**src/rtl/mips_mem_pkg.sv**
```systemverilog
package mips_mem_pkg;

    // default width of the physical address window
    localparam int PHYS_ADDR_W_DEF = 29;

    localparam logic [4:0] CP0_STATUS = 5'd12;
    localparam logic [4:0] CP0_CAUSE  = 5'd13;
    localparam logic [4:0] CP0_EPC    = 5'd14;

    typedef enum logic [3:0] {
        OP_NONE,
        OP_LB,
        OP_LBU,
        OP_LH,
        OP_LHU,
        OP_LW,
        OP_SB,
        OP_SH,
        OP_SW
    } mem_op_e;

    typedef enum logic [4:0] {
        EXC_NONE = 5'h00,
        EXC_INT  = 5'h01,
        EXC_ADEL = 5'h04,
        EXC_ADES = 5'h05,
        EXC_SYS  = 5'h08,
        EXC_BP   = 5'h09,
        EXC_RI   = 5'h0a,
        EXC_OV   = 5'h0c,
        EXC_TR   = 5'h0d,
        EXC_ERET = 5'h0e
    } exc_code_e;

    // flags raised earlier in the pipe
    typedef struct packed {
        logic syscall;
        logic brk;
        logic ri;
        logic ov;
        logic trap;
        logic eret;
    } exc_flags_t;

    typedef struct packed {
        logic        we;
        logic [4:0]  addr;
        logic [31:0] data;
    } cp0_wr_t;

    typedef struct packed {
        logic        valid;
        mem_op_e     op;
        logic [31:0] addr;
        logic [31:0] sdata;
        logic [4:0]  wd;
        logic        wreg;
        logic [31:0] wdata;
        cp0_wr_t     cp0;
        exc_flags_t  exc;
        logic [31:0] pc;
        logic        in_delayslot;
    } mem_in_t;

    typedef struct packed {
        logic        wreg;
        logic [4:0]  wd;
        logic [31:0] wdata;
        cp0_wr_t     cp0;
        logic [31:0] pc;
    } wb_t;

    typedef struct packed {
        logic        req;
        logic        wr;
        logic [1:0]  size;
        logic [31:0] addr;
        logic [31:0] wdata;
    } bus_req_t;

    typedef struct packed {
        logic [31:0] rdata;
        logic        addr_ok;
        logic        data_ok;
    } bus_rsp_t;

    typedef struct packed {
        logic [31:0] status;
        logic [31:0] cause;
        logic [31:0] epc;
    } cp0_view_t;

endpackage
```
**src/rtl/mips_mem_top.sv**
```systemverilog
`timescale 1ns/1ps

module mips_mem_top
    import mips_mem_pkg::*;
#(
    parameter int PHYS_ADDR_W = PHYS_ADDR_W_DEF
) (
    input  logic        clk,
    input  logic        rst,
    input  mem_in_t     mem_in_i,
    input  bus_rsp_t    bus_rsp_i,
    input  logic [5:0]  hw_int_i,
    output bus_req_t    bus_req_o,
    output wb_t         wb_o,
    output logic        stall_o,
    output exc_code_e   exc_code_o,
    output logic [31:0] epc_o
);

    wb_t       mem_wb;
    logic      misaligned;
    cp0_view_t cp0_view;

    mem_access_ctrl #(
        .PHYS_ADDR_W (PHYS_ADDR_W)
    ) i_mem_access_ctrl (
        .clk          (clk),
        .rst          (rst),
        .mem_in_i     (mem_in_i),
        .bus_rsp_i    (bus_rsp_i),
        .bus_req_o    (bus_req_o),
        .stall_o      (stall_o),
        .misaligned_o (misaligned),
        .mem_wb_o     (mem_wb)
    );

    except_arbiter i_except_arbiter (
        .rst          (rst),
        .mem_in_i     (mem_in_i),
        .misaligned_i (misaligned),
        .cp0_i        (cp0_view),
        .wb_cp0_i     (wb_o.cp0),
        .exc_code_o   (exc_code_o),
        .epc_o        (epc_o)
    );

    mem_wb_reg i_mem_wb_reg (
        .clk     (clk),
        .rst     (rst),
        .stall_i (stall_o),
        .d_i     (mem_wb),
        .q_o     (wb_o)
    );

    cp0_regs i_cp0_regs (
        .clk      (clk),
        .rst      (rst),
        .wr_i     (wb_o.cp0),
        .hw_int_i (hw_int_i),
        .cp0_o    (cp0_view)
    );

endmodule

```
**src/rtl/mem_access_ctrl.sv**
```systemverilog
`timescale 1ns/1ps

module mem_access_ctrl
    import mips_mem_pkg::*;
#(
    parameter int PHYS_ADDR_W = PHYS_ADDR_W_DEF
) (
    input  logic     clk,
    input  logic     rst,
    input  mem_in_t  mem_in_i,
    input  bus_rsp_t bus_rsp_i,
    output bus_req_t bus_req_o,
    output logic     stall_o,
    output logic     misaligned_o,
    output wb_t      mem_wb_o
);

    typedef enum logic [1:0] {
        S_IDLE,
        S_WAIT_ADDR,
        S_WAIT_DATA
    } state_e;

    state_e      state_q;

    logic        is_mem;
    logic        is_wr;
    logic [1:0]  size;
    logic        bad_align;
    logic        start;
    logic        busy;
    logic [31:0] phys_addr;
    logic [31:0] lane_data;

    // transfer context kept while upstream holds
    mem_op_e     saved_op;
    logic [1:0]  saved_addr_lo;
    logic [4:0]  saved_wd;
    logic        saved_wr;

    mem_op_e     res_op;
    logic [1:0]  res_addr_lo;
    logic [4:0]  res_wd;
    logic        res_wr;
    logic [7:0]  rd_byte;
    logic [15:0] rd_half;
    logic [31:0] load_data;

    // no MMU, keep the low bits only
    assign phys_addr = 32'(mem_in_i.addr[PHYS_ADDR_W-1:0]);

    always_comb begin
        is_mem    = 1'b1;
        is_wr     = 1'b0;
        size      = 2'd0;
        bad_align = 1'b0;
        case (mem_in_i.op)
            OP_LB, OP_LBU: begin
                size = 2'd0;
            end
            OP_LH, OP_LHU: begin
                size      = 2'd1;
                bad_align = mem_in_i.addr[0];
            end
            OP_LW: begin
                size      = 2'd2;
                bad_align = |mem_in_i.addr[1:0];
            end
            OP_SB: begin
                is_wr = 1'b1;
            end
            OP_SH: begin
                is_wr     = 1'b1;
                size      = 2'd1;
                bad_align = mem_in_i.addr[0];
            end
            OP_SW: begin
                is_wr     = 1'b1;
                size      = 2'd2;
                bad_align = |mem_in_i.addr[1:0];
            end
            default: begin
                is_mem = 1'b0;
            end
        endcase
    end

    // store data on every byte lane
    always_comb begin
        case (size)
            2'd0:    lane_data = {4{mem_in_i.sdata[7:0]}};
            2'd1:    lane_data = {2{mem_in_i.sdata[15:0]}};
            default: lane_data = mem_in_i.sdata;
        endcase
    end

    assign misaligned_o = mem_in_i.valid && is_mem && bad_align;
    assign start        = (state_q == S_IDLE) && mem_in_i.valid && is_mem && !bad_align;
    assign busy         = start || (state_q != S_IDLE);
    assign stall_o      = busy && !bus_rsp_i.data_ok;

    always_comb begin
        bus_req_o.req   = start || (state_q == S_WAIT_ADDR);
        bus_req_o.wr    = is_wr;
        bus_req_o.size  = size;
        bus_req_o.addr  = phys_addr;
        bus_req_o.wdata = lane_data;
    end

    always_ff @(posedge clk) begin
        if (rst) begin
            state_q <= S_IDLE;
        end else begin
            case (state_q)
                S_IDLE: begin
                    if (start && !bus_rsp_i.addr_ok) begin
                        state_q <= S_WAIT_ADDR;
                    end else if (start && !bus_rsp_i.data_ok) begin
                        state_q <= S_WAIT_DATA;
                    end
                end
                S_WAIT_ADDR: begin
                    if (bus_rsp_i.addr_ok && bus_rsp_i.data_ok) begin
                        state_q <= S_IDLE;
                    end else if (bus_rsp_i.addr_ok) begin
                        state_q <= S_WAIT_DATA;
                    end
                end
                S_WAIT_DATA: begin
                    if (bus_rsp_i.data_ok) begin
                        state_q <= S_IDLE;
                    end
                end
                default: begin
                    state_q <= S_IDLE;
                end
            endcase
        end
    end

    always_ff @(posedge clk) begin
        if (start) begin
            saved_op      <= mem_in_i.op;
            saved_addr_lo <= phys_addr[1:0];
            saved_wd      <= mem_in_i.wd;
            saved_wr      <= is_wr;
        end
    end

    // data_ok may come in the request cycle itself
    assign res_op      = (state_q == S_IDLE) ? mem_in_i.op : saved_op;
    assign res_addr_lo = (state_q == S_IDLE) ? phys_addr[1:0] : saved_addr_lo;
    assign res_wd      = (state_q == S_IDLE) ? mem_in_i.wd : saved_wd;
    assign res_wr      = (state_q == S_IDLE) ? is_wr : saved_wr;

    assign rd_byte = bus_rsp_i.rdata[{res_addr_lo, 3'b000} +: 8];
    assign rd_half = res_addr_lo[1] ? bus_rsp_i.rdata[31:16] : bus_rsp_i.rdata[15:0];

    always_comb begin
        case (res_op)
            OP_LB:   load_data = {{24{rd_byte[7]}}, rd_byte};
            OP_LBU:  load_data = {24'd0, rd_byte};
            OP_LH:   load_data = {{16{rd_half[15]}}, rd_half};
            OP_LHU:  load_data = {16'd0, rd_half};
            default: load_data = bus_rsp_i.rdata;
        endcase
    end

    always_comb begin
        mem_wb_o.cp0    = mem_in_i.cp0;
        mem_wb_o.cp0.we = mem_in_i.valid && mem_in_i.cp0.we;
        mem_wb_o.pc     = mem_in_i.pc;
        if (busy) begin
            mem_wb_o.wreg  = bus_rsp_i.data_ok && !res_wr;
            mem_wb_o.wd    = res_wd;
            mem_wb_o.wdata = load_data;
        end else begin
            mem_wb_o.wreg  = mem_in_i.valid && mem_in_i.wreg && !misaligned_o;
            mem_wb_o.wd    = mem_in_i.wd;
            mem_wb_o.wdata = mem_in_i.wdata;
        end
    end

endmodule

```
**src/rtl/except_arbiter.sv**
```systemverilog
`timescale 1ns/1ps

module except_arbiter
    import mips_mem_pkg::*;
(
    input  logic      rst,
    input  mem_in_t   mem_in_i,
    input  logic      misaligned_i,
    input  cp0_view_t cp0_i,
    input  cp0_wr_t   wb_cp0_i,
    output exc_code_e exc_code_o,
    output logic [31:0] epc_o
);

    logic        wb_live;
    logic [31:0] status;
    logic [31:0] cause;
    logic        int_pend;
    logic        is_store;

    // wb register contents are not trusted until reset ends
    assign wb_live = wb_cp0_i.we && !rst;

    always_comb begin
        status = cp0_i.status;
        if (wb_live && wb_cp0_i.addr == CP0_STATUS) begin
            status = wb_cp0_i.data;
        end
    end

    always_comb begin
        epc_o = cp0_i.epc;
        if (wb_live && wb_cp0_i.addr == CP0_EPC) begin
            epc_o = wb_cp0_i.data;
        end
    end

    // only IP[1:0], WP and IV of cause are software writable
    always_comb begin
        cause = cp0_i.cause;
        if (wb_live && wb_cp0_i.addr == CP0_CAUSE) begin
            cause[9:8] = wb_cp0_i.data[9:8];
            cause[22]  = wb_cp0_i.data[22];
            cause[23]  = wb_cp0_i.data[23];
        end
    end

    assign int_pend = (|(cause[15:8] & status[15:8])) && !status[1] && status[0];
    assign is_store = mem_in_i.op inside {OP_SB, OP_SH, OP_SW};

    always_comb begin
        exc_code_o = EXC_NONE;
        if (!mem_in_i.valid) begin
            exc_code_o = EXC_NONE;
        end else if (int_pend) begin
            exc_code_o = EXC_INT;
        end else if (mem_in_i.exc.syscall) begin
            exc_code_o = EXC_SYS;
        end else if (mem_in_i.exc.brk) begin
            exc_code_o = EXC_BP;
        end else if (mem_in_i.exc.ri) begin
            exc_code_o = EXC_RI;
        end else if (mem_in_i.exc.ov) begin
            exc_code_o = EXC_OV;
        end else if (mem_in_i.exc.trap) begin
            exc_code_o = EXC_TR;
        end else if (misaligned_i) begin
            exc_code_o = is_store ? EXC_ADES : EXC_ADEL;
        end else if (mem_in_i.exc.eret) begin
            exc_code_o = EXC_ERET;
        end
    end

endmodule

```
**src/rtl/mem_wb_reg.sv**
```systemverilog
`timescale 1ns/1ps

module mem_wb_reg
    import mips_mem_pkg::*;
(
    input  logic clk,
    input  logic rst,
    input  logic stall_i,
    input  wb_t  d_i,
    output wb_t  q_o
);

    logic        wreg_q;
    logic        cp0_we_q;
    logic [4:0]  wd_q;
    logic [31:0] wdata_q;
    logic [4:0]  cp0_addr_q;
    logic [31:0] cp0_data_q;
    logic [31:0] pc_q;

    // write enables
    always_ff @(posedge clk) begin
        if (rst) begin
            wreg_q   <= 1'b0;
            cp0_we_q <= 1'b0;
        end else if (!stall_i) begin
            wreg_q   <= d_i.wreg;
            cp0_we_q <= d_i.cp0.we;
        end
    end

    always_ff @(posedge clk) begin
        if (!stall_i) begin
            wd_q       <= d_i.wd;
            wdata_q    <= d_i.wdata;
            cp0_addr_q <= d_i.cp0.addr;
            cp0_data_q <= d_i.cp0.data;
            pc_q       <= d_i.pc;
        end
    end

    assign q_o.wreg     = wreg_q;
    assign q_o.wd       = wd_q;
    assign q_o.wdata    = wdata_q;
    assign q_o.cp0.we   = cp0_we_q;
    assign q_o.cp0.addr = cp0_addr_q;
    assign q_o.cp0.data = cp0_data_q;
    assign q_o.pc       = pc_q;

endmodule

```
**src/rtl/cp0_regs.sv**
```systemverilog
`timescale 1ns/1ps

module cp0_regs
    import mips_mem_pkg::*;
(
    input  logic       clk,
    input  logic       rst,
    input  cp0_wr_t    wr_i,
    input  logic [5:0] hw_int_i,
    output cp0_view_t  cp0_o
);

    logic [31:0] status_q;
    logic [31:0] cause_q;
    logic [31:0] epc_q;

    always_ff @(posedge clk) begin
        if (rst) begin
            status_q <= '0;
            cause_q  <= '0;
            epc_q    <= '0;
        end else begin
            // hardware lines land in IP[7:2]
            cause_q[15:10] <= hw_int_i;
            if (wr_i.we) begin
                case (wr_i.addr)
                    CP0_STATUS: begin
                        // IM, EXL, IE
                        status_q[15:8] <= wr_i.data[15:8];
                        status_q[1]    <= wr_i.data[1];
                        status_q[0]    <= wr_i.data[0];
                    end
                    CP0_CAUSE: begin
                        cause_q[9:8] <= wr_i.data[9:8];
                        cause_q[22]  <= wr_i.data[22];
                        cause_q[23]  <= wr_i.data[23];
                    end
                    CP0_EPC: begin
                        epc_q <= wr_i.data;
                    end
                    default: begin
                    end
                endcase
            end
        end
    end

    assign cp0_o.status = status_q;
    assign cp0_o.cause  = cause_q;
    assign cp0_o.epc    = epc_q;

endmodule

```
**config.mk**
```make
export PLATFORM = sky130hd
export DESIGN_NAME = mips_mem_top
export DESIGN_NICKNAME = d
export VERILOG_FILES = /design/src/rtl/mips_mem_pkg.sv /design/src/rtl/mips_mem_top.sv /design/src/rtl/mem_access_ctrl.sv /design/src/rtl/except_arbiter.sv /design/src/rtl/mem_wb_reg.sv /design/src/rtl/cp0_regs.sv
export SDC_FILE = /design/constraint.sdc
export NUM_CORES = 1
export LEC_CHECK = 0
export ABC_AREA = 0
export BUFFER_PORTS_ARGS = -buffer_cell sky130_fd_sc_hd__buf_2
export CORE_AREA = 2 2 169 171
export CTS_BUF_LIST = sky130_fd_sc_hd__clkbuf_8
export DETAILED_ROUTE_END_ITERATION = 6
export DIE_AREA = 0 0 171 173
export PLACE_DENSITY_LB_ADDON = 0.3
export SLEW_MARGIN = 20
export SYNTH_ARGS = -nofsm -noshare
export SYNTH_HDL_FRONTEND = slang
export SYNTH_SLANG_ARGS = --single-unit
export TNS_END_PERCENT = 50
```
**constraint.sdc**
```tcl
create_clock -name clk -period 7.3 [get_ports clk]
set_input_delay 0.73 -clock clk [delete_from_list [all_inputs] [get_ports clk]]
set_output_delay 0.73 -clock clk [all_outputs]
set_load 0.01 [all_outputs]
```
; After elaboration in Yosys (flattened, before gate mapping)
; Index checks and enable logic that the tools add are counted.
[op_classes]
n_eq_ne = 21
n_shift = 1
bitwise = 1
n_reduce_logical = 42
muxes = 31
[ops]
columns = op, count
row1 = 32-bit case mux with 4 select lines, 1
row2 = 32-bit case mux with 2 select lines, 1
row3 = 5-bit 2-to-1 mux, 9
row4 = 38-bit 2-to-1 mux, 1
row5 = 16-bit 2-to-1 mux, 2
row6 = 32-bit 2-to-1 mux, 1
row7 = 32-bit by 6-bit variable part select with 8-bit output, 1
row8 = 4-bit by 3-bit == test with 1-bit output (second input constant), 5
row9 = 1-bit logical AND, 19
row10 = 4-bit by 2-bit == test with 1-bit output (second input constant), 4
row11 = 8-bit OR reduction, 2
row12 = 5-bit by 4-bit == test with 1-bit output (second input constant), 3
row13 = 2-bit 2-to-1 mux, 7
row14 = 8-bit AND, 1
row15 = 4-bit by 1-bit == test with 1-bit output (second input constant), 2
row16 = 4-bit 2-to-1 mux, 2
row17 = 1-bit zero test, 7
row18 = 3-bit inequality test (second input constant), 2
row19 = 2-bit case mux with 3 select lines, 1
row20 = 2-bit AND reduction, 3
row21 = 3-bit OR reduction, 2
row22 = 2-bit by 1-bit == test with 1-bit output (second input constant), 2
row23 = 4-bit == test (second input constant), 1
row24 = 2-bit zero test, 2
row25 = 10 further kinds, 15
[totals]
input_bits = 226
ff_bits = 172
out_inout_bits = 214

; Logic depth before layout (Yosys ltp)
[depth]
word_depth = 13
mapped_depth = 8
ltp_nobuf = 7

; Cells and area by module
; Synthesis repeated with hierarchy kept, for this count alone.
[unflattened]
hier_cells = 878
area_unflattened_um2 = 9546.7
[by_module_without_submodules]
columns = module, cells_per_inst, instances, area_per_inst_um2
row1 = mem_wb_reg, 115, 1, 3269.4
row2 = mem_access_ctrl, 429, 1, 3014.1
row3 = cp0_regs, 247, 1, 2509.9
row4 = except_arbiter, 87, 1, 753.2

; Worst setup path after synthesis
; No wires, ideal clock.
[synth_timing]
path_type = input -> output
start = input mem_in_i[180] (netlist name)
end = output stall_o
arrival_time_ps = 4568
slack_ps = 2002
path_stages = 6
n_path_buf = 1
path_cell_list = buf_2 > nor3_1 > mux2i_1 > o31ai_2 > nand2b_1 > inv_1
[synth_between]
elab_chain_len = 7
elab_cells_between_ends = 18
[synth_rtl]
columns = element, line_no
row1 = from (decl), mips_mem_top.sv:10  ; input mem_in_t mem_in_i,
row2 = 4-bit by 2-bit == test with 1-bit output (tied with other cells), mem_access_ctrl.sv:57  ; case (mem_in_i.op)
row3 = 3-bit OR reduction (no source line) (tied with other cells), --
row4 = 1-bit case mux with 2 select lines or 1-bit 2-to-1 mux (tied branches), mem_access_ctrl.sv:57
row5 = 1-bit zero test or 1-bit logical AND (tied branches), mem_access_ctrl.sv:98  ; assign start = (state_q == S_IDLE) && mem_in_i.valid && is_mem && !bad_align;
row6 = 1-bit logical AND *, mem_access_ctrl.sv:98
row7 = 1-bit logical OR *, mem_access_ctrl.sv:99  ; assign busy = start || (state_q != S_IDLE);
row8 = 1-bit logical AND *, mem_access_ctrl.sv:100  ; assign stall_o = busy && !bus_rsp_i.data_ok;
row9 = to (decl), mips_mem_top.sv:15  ; output logic stall_o,
; Every way passes the cells marked *; elsewhere a longest branch is shown, timed or not.

; Final worst setup path
[layout_timing]
start = register i_mem_wb_reg.cp0_addr_q[0]
end = output epc_o[20]
[layout_between]
elab_chain_len = 3
[layout_rtl]
columns = element, line_no
row1 = from (decl), mem_wb_reg.sv:17  ; logic [4:0] cp0_addr_q;
row2 = from (signal assigned), mem_wb_reg.sv:36  ; cp0_addr_q <= d_i.cp0.addr;
row3 = 5-bit by 4-bit == test with 1-bit output, except_arbiter.sv:33  ; if (wb_live && wb_cp0_i.addr == CP0_EPC) begin
row4 = 1-bit logical AND, except_arbiter.sv:33
row5 = 32-bit 2-to-1 mux, except_arbiter.sv:33
row6 = to (decl), mips_mem_top.sv:17  ; output logic [31:0] epc_o
; No other way between the ends.

==> run summary <==
highest clock frequency the design can meet: 242 MHz
most instantiated flip-flop cell in the synthesis netlist: sky130_fd_sc_hd__edfxtp_1
remaining routing DRC violations: 0
quantity of gates resized following cts: 0
proportion of layout cells with a drive suffix above 1: 45.2%
highest-count cells in the layout ignoring fill and taps: 377 x sky130_fd_sc_hd__buf_2, 127 x sky130_fd_sc_hd__nand2_1, 118 x sky130_fd_sc_hd__edfxtp_1
Cells after Synth: 726
Die Span X: 171 µm
outcome: complete, no violations
clock share of power: 30.4%
Cell Pwr Density: 214 nW/µm²
Final Util: 37.7%
final count of pins violating max slew: 0
worst setup slack after placement: 3.62 ns
placed wire-length estimate: 19,000 µm
global route total overflow: 0
maximum count of clock buffers along a single path: 2
Crit path max-delay family: simple AND/OR/NAND/NOR gates
io pins: 440
Design Power: 2.23 mW
Worst Setup Start Kind: flop
global router's overall resource usage: 16.5%
number of flops mapped to enable cells by yosys: 118
register bit count reported by yosys: 172
Critical Path Max Stage Delay: 0.81 ns
routed wire length: 25,400 µm
net switching fraction of the power: 28.1%
critical setup path kind: reg2out
I/O Buffers: 377
total vias in the final route: 6,762
number of setup violations in the final report: 0
cell chosen for the clock root: sky130_fd_sc_hd__clkbuf_8
number of buffer and inverter stages on the critical path: 2
worst-case setup margin in the final layout: 3.17 ns
clock tree sinks: 172
TNS Setup: 0 ns
H-tree depth: 4
Placeable Area: 27,600 µm²
DR pass1 iterations: 5
final setup skew: 0.0186 ns
CTS buffer count: 17
peak ir drop on the vdd network: 0.103 mV
Area Growth Syn to Fin: 29.6%
Post-CTS Setup Inserts: 0
routed wire length per instance: 17.5 µm
RD Place Congestion: 0.858
critical path capture point type: output port
Initial Util: 29.1%
share of the yosys chip area belonging to registers: 57.6%
minimum period implied by the final worst setup slack: 4.13 ns
Pint: 1.60 mW
drt initial violations: 383
max-cap violations: 0
leakage component of the power: 4.51 nW
synthesized area per cell: 11.1 µm²
clock latency of the later-clocked register in the worst-skew pair: 0.46 ns
clock tree from TritonCTS: done
maximum number of pins on one net before global-route repair: 61
P_sw: 0.626 mW
final net count: 1,279
# hold bufs at CTS: 0
post-route ant nets: 0
number of distinct library cells after synthesis: 54
tightest slew margin relative to the limit: 32.0%
Reg power frac: 52.3%
fraction of power consumed by combinational cells: 17.3%
via-per-instance ratio: 4.67
post-CTS clock slew at the launch and capture registers of the worst setup and hold paths: 0.10 ns
worst-path cell with the longest stage delay: sky130_fd_sc_hd__nor2_4
maximum fanout encountered on the critical timing path: 33
slew of the pin with the lowest slew margin: 1.02 ns
final hold violation count: 0
RSZ-0062 raised after global routing: no
vertical die dimension: 173 µm
antenna violations before repair: 4
post-synth design cell area: 8030 µm²
Placement Rows: 61
cells along the critical path: and4bb_1 > nand3_1 > buf_4 > nor2_4 > mux2_2 > buf_2
leading cell type in the layout, fill and taps excluded: sky130_fd_sc_hd__buf_2
share of synthesized flip-flops with an asynchronous set or reset: 0%
share of the clock period used by the worst path after layout: 56.5%
worst min path class: in2reg
Worst EP arrival: 3.40 ns
total die area: 29,600 µm²
Yosys warning count: 0
via count of the first global-routing pass: 6,502
wire length of the first global-routing pass: 37,300 µm
Critical Path RT: 6.57 ns
kinds of logic (layout without fill, tap and decap cells):
| logic type | count (synthesis) | in the layout | synth area share (%) |
|---|---|---|---|
| AOI/OAI and AO/OA | 151 | 151 | 12.2 |
| DFF | 172 | 172 | 57.6 |
| and+or+nand+nor | 233 | 233 | 13.0 |
| xor gates and xnor gates | 2 | 2 | 0.218 |
| buffers and inverters | 92 | 429 | 6.56 |
| muxes | 75 | 75 | 10.3 |
| other | 1 | 8 | 0.0467 |
layout make-up:
type	instances	area [µm²]
Tap cell	378	473
Clock buffer	18	248
Fill cell	2744	17200
Timing Repair Buffer	385	1950
Antenna cell	4	10.0
Clock inverter	14	143
Inverter	12	45.0
Multi-Input combinational cell	465	2910
Sequential cell	172	4620
cells in the mapped netlist (2+ instances only):
cell type | count | area [µm²]
sky130_fd_sc_hd__mux2_2 | 51 | 574
sky130_fd_sc_hd__a222oi_1 | 2 | 20.0
sky130_fd_sc_hd__o31a_1 | 2 | 17.5
sky130_fd_sc_hd__and3_1 | 3 | 18.8
sky130_fd_sc_hd__edfxtp_1 | 118 | 3540
sky130_fd_sc_hd__and3b_1 | 2 | 17.5
sky130_fd_sc_hd__o21ai_1 | 2 | 10.0
sky130_fd_sc_hd__a31oi_1 | 20 | 125
sky130_fd_sc_hd__nand3b_1 | 4 | 30.0
sky130_fd_sc_hd__clkbuf_1 | 27 | 101
sky130_fd_sc_hd__or4_1 | 2 | 15.0
sky130_fd_sc_hd__a211oi_1 | 7 | 52.6
sky130_fd_sc_hd__nor3b_1 | 5 | 37.5
sky130_fd_sc_hd__mux2i_1 | 23 | 230
sky130_fd_sc_hd__buf_1 | 3 | 11.3
sky130_fd_sc_hd__o21ai_0 | 23 | 115
sky130_fd_sc_hd__o22ai_1 | 2 | 12.5
sky130_fd_sc_hd__buf_4 | 45 | 338
sky130_fd_sc_hd__a22oi_1 | 16 | 120
sky130_fd_sc_hd__nor4_1 | 2 | 12.5
sky130_fd_sc_hd__nor3_1 | 12 | 60.1
sky130_fd_sc_hd__o221a_2 | 7 | 78.8
sky130_fd_sc_hd__nand2b_1 | 3 | 18.8
sky130_fd_sc_hd__inv_1 | 12 | 45.0
sky130_fd_sc_hd__nand2_1 | 127 | 477
sky130_fd_sc_hd__dfxtp_1 | 54 | 1080
sky130_fd_sc_hd__buf_2 | 4 | 20.0
sky130_fd_sc_hd__nor2b_1 | 11 | 68.8
sky130_fd_sc_hd__xnor2_1 | 2 | 17.5
sky130_fd_sc_hd__o21bai_1 | 7 | 52.6
sky130_fd_sc_hd__nand3_1 | 15 | 75.1
sky130_fd_sc_hd__nor2_1 | 39 | 146
sky130_fd_sc_hd__a21oi_1 | 53 | 265
final timing paths:
path	cells after the start	slack, ns	from	end
max reg2reg	6	3.87	i_mem_access_ctrl.state_q[1]$_SDFFE_PP0P_	i_mem_wb_reg.wdata_q[9]$_DFFE_PN_
max	6	3.17	i_mem_wb_reg.cp0_addr_q[0]$_DFFE_PN_	epc_o[20]
min reg2reg	2	0.45	i_cp0_regs.epc_q[14]$_SDFFE_PP0P_	i_cp0_regs.epc_q[14]$_SDFFE_PP0P_
min	1	0.44	mem_in_i[4]	i_mem_wb_reg.pc_q[3]$_DFFE_PN_
power groups by stage:
stage	registers, mW	logic (mW)	clock network, mW
after floorplan	1.22	0.176	0
after global placement	1.19	0.388	0
after detailed placement	1.19	0.390	0
after CTS	1.17	0.391	0.708
after global routing	1.17	0.421	0.738
final	1.16	0.385	0.676
per-stage QoR:
stage          std cells  hold slack, ns  area, µm²
2_1_floorplan        729           0.432       8040
3_3_place_gp        1412           0.440      10000
3_5_place_dp        1412           0.445      10000
4_1_cts             1444           0.388      10400
5_1_grt             1446           0.385      10400
6_report            1448           0.437      10400
routing by layer:
layer | track usage (%) | wire (µm) | vias to the layer above
met5 | 0 | 0 | -
met4 | 6.50 | 589 | 0
met3 | 4.49 | 1970 | 26
met2 | 29.0 | 12700 | 292
met1 | 19.0 | 10100 | 3193
li1 | - | - | 3251
registers in the layout, summed over array words and instances, names as in the netlist, 2 cells and up:
signal                           flops
i_cp0_regs.cause_q                   8
i_cp0_regs.epc_q                    32
i_cp0_regs.status_q                 10
i_mem_access_ctrl.saved_addr_lo      2
i_mem_access_ctrl.saved_op           4
i_mem_access_ctrl.saved_wd           5
i_mem_access_ctrl.state_q            2
i_mem_wb_reg.cp0_addr_q              5
i_mem_wb_reg.cp0_data_q             32
i_mem_wb_reg.pc_q                   32
i_mem_wb_reg.wd_q                    5
i_mem_wb_reg.wdata_q                32
worst register-to-register path, cell delays in order (launching register included):
cell	delay [ns]
sky130_fd_sc_hd__dfxtp_1	0.45
sky130_fd_sc_hd__or2_1	0.50
sky130_fd_sc_hd__mux2i_4	0.86
sky130_fd_sc_hd__mux2i_1	0.43
sky130_fd_sc_hd__o221ai_2	0.16
sky130_fd_sc_hd__a311oi_2	0.62
sky130_fd_sc_hd__a211oi_1	0.16
Note: power is estimated with default switching activity, not from simulation.
